`config.mk`:
```
export PLATFORM = sky130hd
export DESIGN_NAME = axi3_read_slice
export DESIGN_NICKNAME = d
export VERILOG_FILES = /design/src/verilog/axi3_slice_pkg.sv /design/src/verilog/axi3_read_slice.sv /design/src/verilog/axi_slice_stage.sv /design/src/verilog/reset_release_pipe.sv
export SDC_FILE = /design/constraint.sdc
export NUM_CORES = 1
export LEC_CHECK = 0
export BUFFER_PORTS_ARGS = -buffer_cell sky130_fd_sc_hd__buf_2
export CORE_MARGIN = 1.5
export CORE_UTILIZATION = 53
export DETAILED_ROUTE_END_ITERATION = 8
export PLACE_DENSITY = 0.89
export SYNTH_ARGS = -nofsm -noshare
export SYNTH_HDL_FRONTEND = slang
export SYNTH_SLANG_ARGS = --single-unit
```
`constraint.sdc`:
```
create_clock -name aclk -period 11 [get_ports aclk]
set_input_delay 0.55 -clock aclk [delete_from_list [all_inputs] [get_ports aclk]]
set_output_delay 0.55 -clock aclk [all_outputs]
set_load 0.005 [all_outputs]
```
`src/verilog/axi3_slice_pkg.sv`:
```
`default_nettype none

package axi3_slice_pkg;

    // ================================================
    // Bus widths
    // ================================================

    localparam int ID_WID   = 4;
    localparam int ADDR_WID = 32;
    localparam int DATA_WID = 64;

    // ================================================
    // Slice kinds and channel payloads
    // ================================================

    // BYPASS is plain wiring, LIGHT a single register and FULL a skid buffer
    typedef enum logic [1:0] {
        SLICE_BYPASS = 2'd0,
        SLICE_LIGHT  = 2'd1,
        SLICE_FULL   = 2'd2
    } slice_config_t;

    // Read address beat, AXI3 field widths
    typedef struct packed {
        logic [ID_WID-1:0]   id;
        logic [ADDR_WID-1:0] addr;
        logic [3:0]          len;
        logic [2:0]          size;
        logic [1:0]          burst;
    } ar_payload_t;

    // Read data beat
    typedef struct packed {
        logic [ID_WID-1:0]   id;
        logic [DATA_WID-1:0] data;
        logic [1:0]          resp;
        logic                last;
    } r_payload_t;

    // Number of aclk edges between reset release and the peripheral leaving reset
    function automatic int reset_stages(input slice_config_t cfg);
        case (cfg)
            SLICE_BYPASS : return 0;
            default      : return 2;
        endcase
    endfunction

endpackage

`default_nettype wire

```
`src/verilog/axi3_read_slice.sv`:
```
`default_nettype none

module axi3_read_slice #(
    parameter axi3_slice_pkg::slice_config_t slice_config = axi3_slice_pkg::SLICE_FULL
) (
    input  logic                                aclk,
    input  logic                                rst_n,

    // Read address from the controller
    input  logic [axi3_slice_pkg::ID_WID-1:0]   s_arid,
    input  logic [axi3_slice_pkg::ADDR_WID-1:0] s_araddr,
    input  logic [3:0]                          s_arlen,
    input  logic [2:0]                          s_arsize,
    input  logic [1:0]                          s_arburst,
    input  logic                                s_arvalid,
    output logic                                s_arready,

    // Read address to the peripheral
    output logic [axi3_slice_pkg::ID_WID-1:0]   m_arid,
    output logic [axi3_slice_pkg::ADDR_WID-1:0] m_araddr,
    output logic [3:0]                          m_arlen,
    output logic [2:0]                          m_arsize,
    output logic [1:0]                          m_arburst,
    output logic                                m_arvalid,
    input  logic                                m_arready,

    // Read data from the peripheral
    input  logic [axi3_slice_pkg::ID_WID-1:0]   m_rid,
    input  logic [axi3_slice_pkg::DATA_WID-1:0] m_rdata,
    input  logic [1:0]                          m_rresp,
    input  logic                                m_rlast,
    input  logic                                m_rvalid,
    output logic                                m_rready,

    // Read data to the controller
    output logic [axi3_slice_pkg::ID_WID-1:0]   s_rid,
    output logic [axi3_slice_pkg::DATA_WID-1:0] s_rdata,
    output logic [1:0]                          s_rresp,
    output logic                                s_rlast,
    output logic                                s_rvalid,
    input  logic                                s_rready,

    output logic                                periph_rst_n
);

    import axi3_slice_pkg::*;

    // ================================================
    // Read address channel
    // ================================================

    ar_payload_t ar_in;
    ar_payload_t ar_out;

    assign ar_in = '{
        id:    s_arid,
        addr:  s_araddr,
        len:   s_arlen,
        size:  s_arsize,
        burst: s_arburst
    };

    axi_slice_stage #(
        .payload_t    ( ar_payload_t ),
        .slice_config ( slice_config )
    ) ar_stage_i (
        .aclk      ( aclk ),
        .rst_n     ( rst_n ),
        .in_valid  ( s_arvalid ),
        .in_ready  ( s_arready ),
        .in_data   ( ar_in ),
        .out_valid ( m_arvalid ),
        .out_ready ( m_arready ),
        .out_data  ( ar_out )
    );

    assign m_arid    = ar_out.id;
    assign m_araddr  = ar_out.addr;
    assign m_arlen   = ar_out.len;
    assign m_arsize  = ar_out.size;
    assign m_arburst = ar_out.burst;

    // ================================================
    // Read data channel
    // ================================================

    r_payload_t r_in;
    r_payload_t r_out;

    // R flows from the peripheral back to the controller
    assign r_in = '{
        id:   m_rid,
        data: m_rdata,
        resp: m_rresp,
        last: m_rlast
    };

    axi_slice_stage #(
        .payload_t    ( r_payload_t ),
        .slice_config ( slice_config )
    ) r_stage_i (
        .aclk      ( aclk ),
        .rst_n     ( rst_n ),
        .in_valid  ( m_rvalid ),
        .in_ready  ( m_rready ),
        .in_data   ( r_in ),
        .out_valid ( s_rvalid ),
        .out_ready ( s_rready ),
        .out_data  ( r_out )
    );

    assign s_rid   = r_out.id;
    assign s_rdata = r_out.data;
    assign s_rresp = r_out.resp;
    assign s_rlast = r_out.last;

    // ================================================
    // Peripheral reset
    // ================================================

    // Both stages run on rst_n directly, so they are empty before the peripheral wakes up
    reset_release_pipe #(
        .stages ( reset_stages(slice_config) )
    ) reset_pipe_i (
        .aclk         ( aclk ),
        .rst_n        ( rst_n ),
        .periph_rst_n ( periph_rst_n )
    );

endmodule

`default_nettype wire

```
`src/verilog/axi_slice_stage.sv`:
```
`default_nettype none

module axi_slice_stage #(
    parameter type payload_t = logic,
    parameter axi3_slice_pkg::slice_config_t slice_config = axi3_slice_pkg::SLICE_FULL
) (
    input  logic     aclk,
    input  logic     rst_n,

    input  logic     in_valid,
    output logic     in_ready,
    input  payload_t in_data,

    output logic     out_valid,
    input  logic     out_ready,
    output payload_t out_data
);

    import axi3_slice_pkg::*;

    generate
        if (slice_config == SLICE_FULL) begin : g_full

            // ================================================
            // Two-entry skid buffer
            // ================================================

            logic     main_valid;
            payload_t main_data;
            logic     skid_valid;
            payload_t skid_data;
            logic     main_free;
            logic     in_fire;

            // The output register can take a new beat this cycle
            assign main_free = ~main_valid | out_ready;

            // in_ready comes straight from the skid flop, so it is a register
            assign in_ready = ~skid_valid;
            assign in_fire  = in_valid & ~skid_valid;

            always_ff @(posedge aclk or negedge rst_n) begin
                if (!rst_n) begin
                    main_valid <= 1'b0;
                    skid_valid <= 1'b0;
                end else begin
                    if (main_free) begin
                        // A parked beat always goes out before any new one
                        if (skid_valid) begin
                            main_valid <= 1'b1;
                            skid_valid <= 1'b0;
                        end else begin
                            main_valid <= in_fire;
                        end
                    end else if (in_fire) begin
                        // Output stalled, so the accepted beat parks in the skid entry
                        skid_valid <= 1'b1;
                    end
                end
            end

            // Payload registers follow the valid bits and need no reset
            always_ff @(posedge aclk) begin
                if (main_free) begin
                    if (skid_valid) begin
                        main_data <= skid_data;
                    end else if (in_fire) begin
                        main_data <= in_data;
                    end
                end else if (in_fire) begin
                    skid_data <= in_data;
                end
            end

            assign out_valid = main_valid;
            assign out_data  = main_data;

        end else if (slice_config == SLICE_LIGHT) begin : g_light

            // ================================================
            // Single entry, half throughput
            // ================================================

            logic     full;
            payload_t data_q;

            // Only an empty entry accepts a beat
            assign in_ready = ~full;

            always_ff @(posedge aclk or negedge rst_n) begin
                if (!rst_n) begin
                    full <= 1'b0;
                end else if (full) begin
                    if (out_ready) begin
                        full <= 1'b0;
                    end
                end else if (in_valid) begin
                    full <= 1'b1;
                end
            end

            always_ff @(posedge aclk) begin
                if (!full && in_valid) begin
                    data_q <= in_data;
                end
            end

            assign out_valid = full;
            assign out_data  = data_q;

        end else begin : g_bypass

            // No register at all, zero latency
            assign out_valid = in_valid;
            assign out_data  = in_data;
            assign in_ready  = out_ready;

        end
    endgenerate

endmodule

`default_nettype wire

```
`src/verilog/reset_release_pipe.sv`:
```
`default_nettype none

module reset_release_pipe #(
    parameter int stages = 2
) (
    input  logic aclk,
    input  logic rst_n,
    output logic periph_rst_n
);

    generate
        if (stages == 0) begin : g_pass

            // Nothing to pipeline, the peripheral sees rst_n as it is
            assign periph_rst_n = rst_n;

        end else begin : g_pipe

            logic [stages-1:0] pipe;

            // Assertion is asynchronous, release walks a one through the chain
            always_ff @(posedge aclk or negedge rst_n) begin
                if (!rst_n) begin
                    pipe <= '0;
                end else begin
                    pipe[0] <= 1'b1;
                    for (int i = 1; i < stages; i++) begin
                        pipe[i] <= pipe[i-1];
                    end
                end
            end

            // The last bit rises after exactly stages edges
            assign periph_rst_n = pipe[stages-1];

        end
    endgenerate

endmodule

`default_nettype wire
```
### Yosys cells after proc, flatten, opt, wreduce, memory -nomap -nowiden

Index checks and enable logic that the tools add are counted.
Widths: inputs -> output; s select.

| storage, ports and cells | value |
|---|---|
| bits in registers | 238 |
| input port bits | 122 |
| output and inout port bits | 121 |
| logic and storage cells | 51 |

| operators by class | value |
|---|---|
| muxes and demuxes | 10 |
| bitwise logic cells | 10 |
| reductions and logical operators | 8 |

Operators by type and width:

| kind | number |
|---|---|
| $mux 71 | 2 |
| $mux 45 | 2 |
| $reduce_and 2->1 | 4 |
| $reduce_bool 2->1 | 4 |
| $mux 1 | 6 |
| $not 1->1 | 6 |
| $and 1x1->1 | 2 |
| $or 1x1->1 | 2 |

### Depth between registers and ports, before layout

| logic depth | value |
|---|---|
| word-level depth | 4 |
| depth in mapped cells | 4 |
| mapped depth without buffers | 2 |

### Modules after synthesis

From an unflattened synthesis, not the netlist that was laid out.

| second synthesis, totals | value |
|---|---|
| cells, all modules | 382 |
| area, all modules | 8817.2 um^2 |

By module, submodules not included:

| module | instances | cells an instance | area an instance (um^2) | sequential area each (um^2) |
|---|---|---|---|---|
| axi_slice_stage at r_stage_i | 1 | 230 | 5400.2 | 4314.1 |
| axi_slice_stage at ar_stage_i | 1 | 149 | 3363.2 | 2752.6 |
| reset_release_pipe | 1 | 3 | 53.8 | 50.0 |

### Worst setup path before layout

No wires, ideal clock.

| path | value |
|---|---|
| path type | input-to-reg |
| from | input s_rready |
| to | register r_stage_i.g_full.skid_data[0] in the netlist's numbering, enable pin |
| library setup time | 602 ps |
| arrival time | 5940 ps |
| required time | 10398 ps |
| path slack | 4458 ps |
| stages | 2 |
| buffers on the path | 0 |
| cell sequence | nand2b_1 nor3b_1 |

| between the ends | value |
|---|---|
| cells in the longest elaborated chain, start to end | 3 |

Ends and longest elaborated chain:

| what | RTL line | source |
|---|---|---|
| from (decl) | axi3_read_slice.sv:41 | `input logic s_rready,` |
| $or 1x1->1 | axi_slice_stage.sv:36 | `assign main_free = ~main_valid \| out_ready;` |
| $not 1->1 (no line) | n/a |  |
| $reduce_and 2->1 (no line) | n/a |  |
| to (signal assigned) | axi_slice_stage.sv:71 | `skid_data <= in_data;` |
| to (decl) | axi_slice_stage.sv:31 | `payload_t skid_data;` |

Every way passes these cells.
A chain may end at the register's enable or synchronous reset.

### Final worst setup path

| path | value |
|---|---|
| from | register r_stage_i.g_full.skid_valid |
| to | register r_stage_i.g_full.main_data, in the netlist r_stage_i.out_data[69], enable pin |

| between the ends | value |
|---|---|
| cells in the longest elaborated chain, start to end | 4 |

Ends and longest elaborated chain:

| what | RTL line | source |
|---|---|---|
| from (decl) | axi_slice_stage.sv:30 | `logic skid_valid;` |
| from (signal assigned) | axi_slice_stage.sv:45 | `skid_valid <= 1'b0;` |
| from (signal assigned) | axi_slice_stage.sv:51 | `skid_valid <= 1'b0;` |
| from (signal assigned) | axi_slice_stage.sv:57 | `skid_valid <= 1'b1;` |
| $not 1->1 | axi_slice_stage.sv:40 | `assign in_fire = in_valid & ~skid_valid;` |
| $and 1x1->1 | axi_slice_stage.sv:40 |  |
| $reduce_bool 2->1 (no line) (*) | n/a |  |
| $reduce_and 2->1 (no line) (*) | n/a |  |
| to (signal assigned) | axi_slice_stage.sv:66 | `main_data <= skid_data;` |
| to (signal assigned) | axi_slice_stage.sv:68 | `main_data <= in_data;` |
| to (decl) | axi_slice_stage.sv:29 | `payload_t main_data;` |

Mark *: on every way between the ends. The rest lies on a longest branch, timed or not.

==> results by group <==
Routing
  – Via density: a little over 5
  – DRC viols: 0
  – WL/cell: ~20 um
  – Routed Antenna Nets: 0
  – Total Routed Length: about 18 mm
  – DR pass1 iterations: 4
  – 1st-iter DRT viols: roughly 210
  – Via count: about 4,600

Setup path
  – Worst path cell trace: buf_4, o21a_4
  – Worst reg2reg setup slack: between 8 and 9 ns
  – Levels on crit path: 2
  – Worst setup EP type: register
  – CP Launch Type: register
  – Worst Path Buf+Inv: 1
  – Worst Path Arrival: 2.94 ns
  – Crit Path Class: register to register
  – CP peak stage delay: 0.87 ns
  – Largest delay share family, worst path: compound AO/OA/AOI/OAI gates
  – Crit Path Max Fanout: between 70 and 80
  – Worst EP required: ~11 ns
  – Slowest-stage cell, CP: o21a_4
  – FF-to-FF path depth: 2

Timing
  – Final Hold Fails: 0
  – Max Slew Vio Count: 0
  – Count of final setup violators: 0
  – Final Cycle Share: between 20% and 30%
  – Setup TNS: 0 ns
  – Worst-margin pin slew: around 1.1 ns
  – Final min period: roughly 2.8 ns
  – Fmax: between 300 and 400 MHz
  – Clock Skew: approximately 0.021 ns
  – RSZ-0062 raised after global routing: no
  – Slew margin rel.: between 20% and 30%

Logic synthesis
  – Synth cell types: 14
  – XOR/XNOR Fraction of Synth Area: 0%
  – Mean Syn Cell Area: 23.1 um^2
  – Post-synthesis sequential area ratio: about four fifths
  – #FFs+latches synth: 238
  – Post-Synth Adder-Cell Area: 0%
  – Syn Nets: between 500 and 600
  – Synth Area in Compound Gates: less than 1%
  – Simple-gate share of the synthesized area: less than 1%
  – Main combinational cell family by area after synthesis: multiplexers
  – Syn Inst Count: 382
  – Mux cell area share after synthesis: around 17%
  – Yosys warns: 0
  – Cell area after synthesis: 8820 um^2

Clock network
  – TritonCTS clock tree: yes
  – Post-CTS setup buffers: 0
  – Worst-path clk slew: roughly 0.06 ns
  – TritonCTS Sinks: 238
  – CTS Buffer Depth: 3
  – Worst-Skew Late Latency: about 0.52 ns
  – Root Buffer: clkbuf_16
  – H-tree levels: 1
  – Cts bufs inserted: 25

GRT
  – Largest net degree at the start of global routing: just over 70
  – GRT Overall Usage: between 20% and 30%
  – Wire length of the first global-routing pass: about 27 mm
  – Vias in the first global route: 4,965
  – Final global-route overflow total: 0
  – Initial antenna violation count: 4

Floorplan
  – Row count: 46
  – Core ar.: between 15,000 and 20,000 um^2
  – Ports: between 200 and 250
  – Die H: around 130 um
  – Die X: roughly 130 um
  – Initial Utilization: between 50 and 60%
  – Die Footprint: around 17,000 um^2

Layout
  – Fin nets: approximately 760
  – Area grow syn2layout: 24.9%
  – Final instance area: around 11,000 um^2
  – Multi-input logic area: 1590 um^2
  – Fillcell total: 1,004
  – Highest-count cells in the layout ignoring fill and taps: buf_2 (242), edfxtp_1 (232), mux2_2 (64), mux2_4 (52), clkbuf_16 (25)
  – Share of cells above drive strength 1: about three fifths
  – Layout Cells excl Fill: ~880
  – Commonest non-fill, non-tap cell in the layout: buf_2
  – FF+latch area: approximately 7000 um^2

Worst hold path
  – Type of the tightest min-delay check: primary input to register
  – Worst Hold Depth: 1

Power
  – Total power: a little over 2 mW
  – VDD IR-drop max: around 0.13 mV
  – Leakage: between 4 and 5 nW
  – Pwr/cell area: 186 nW/um^2

Outcome
  – Status: complete, no violations

Placement
  – Post-DP HPWL: approximately 12 mm
  – Dpl cell area: 10,200 um^2
  – Number of buffers inserted by port buffering: ~240
  – GP Congestion: 0.804
  – Placed Instances: 830

Run
  – Max cap viols: 0
## power by group
part           internal, mW  switching [mW]  total (mW)
logic                0.0882          0.0799       0.168
clock network         0.451           0.335       0.786
registers              1.07          0.0240        1.09
total                  1.61           0.439        2.05
## cells in the mapped netlist
cell	number	area share (%)
edfxtp_1	232	79
inv_1	2	0.085
nand2_1	2	0.085
dfrtp_1	6	1.7
mux2_4	52	8.9
buf_2	2	0.11
nor3b_1	2	0.17
nand2b_1	2	0.14
buf_6	8	1.0
mux2_2	64	8.2
nor2_1	4	0.17
conb_1	1	0.043
buf_4	3	0.26
o21a_1	2	0.17
## final timing paths
check                                            startpoint                              end
min in group asynchronous                             rst_n      r_stage_i.g_full.skid_valid
worst min-delay path                            s_araddr[3]  ar_stage_i.g_full.skid_data[12]
worst max register to register  r_stage_i.g_full.skid_valid           r_stage_i.out_data[69]
worst min register to register  reset_pipe_i.g_pipe.pipe[0]      reset_pipe_i.g_pipe.pipe[1]
worst max-delay path            r_stage_i.g_full.skid_valid           r_stage_i.out_data[69]
max in group asynchronous                             rst_n     ar_stage_i.g_full.skid_valid
## area by class of cell
cell class / instances / share of cell area, %
antenna: 2 / 0.0455
clock buffer: 31 / 5.98
clock inverter: 15 / 1.03
inverter: 2 / 0.0682
multi-input combinational: 129 / 14.4
sequential: 238 / 64.7
tap: 216 / 2.45
timing repair buffer: 246 / 11.3
## cell families after synthesis
| group | after synthesis |
|---|---|
| flops | 238 |
| simple gates | 10 |
| buf+inv | 15 |
| mux | 116 |
| other cells | 1 |
| compound gates | 2 |
## sequential cells by signal (all words and copies together), names as in the netlist
| signal | count |
|---|---|
| ar_stage_i.g_full.skid_data | 45 |
| ar_stage_i.g_full.skid_valid | 1 |
| ar_stage_i.out_data | 45 |
| ar_stage_i.out_valid | 1 |
| r_stage_i.g_full.skid_data | 71 |
| r_stage_i.g_full.skid_valid | 1 |
| r_stage_i.out_data | 71 |
| r_stage_i.out_valid | 1 |
| reset_pipe_i.g_pipe.pipe | 2 |
## per-stage QoR
stage | hold slack (ns) | setup WS [ns] | util (%)
3_5_place_dp | 0.336 | 8.20 | 63.7
5_1_grt | 0.192 | 8.00 | 68.5
4_1_cts | 0.191 | 8.17 | 68.5
2_1_floorplan | 0.254 | 4.46 | -
6_report | 0.214 | 8.18 | 68.6
3_3_place_gp | 0.333 | 8.27 | 63.7
## timing repair
item,4_1_cts,5_1_grt
endpoints found under the hold margin,6,0
gates resized for setup,0,0
hold buffers,1,0
setup endpoints to repair,0,0
## layer usage
metal  up-vias  track usage [%]  wire, um  part of all wire, %
met2       243             33.3      8490                   48
met1      2225             24.7      6720                   38
met4         4             6.11       379                  2.2
met3        35             7.65      1960                   11
met5         -                0        21                 0.12
li1       2051                -         -                    -
(Power assumes the default switching activity.)
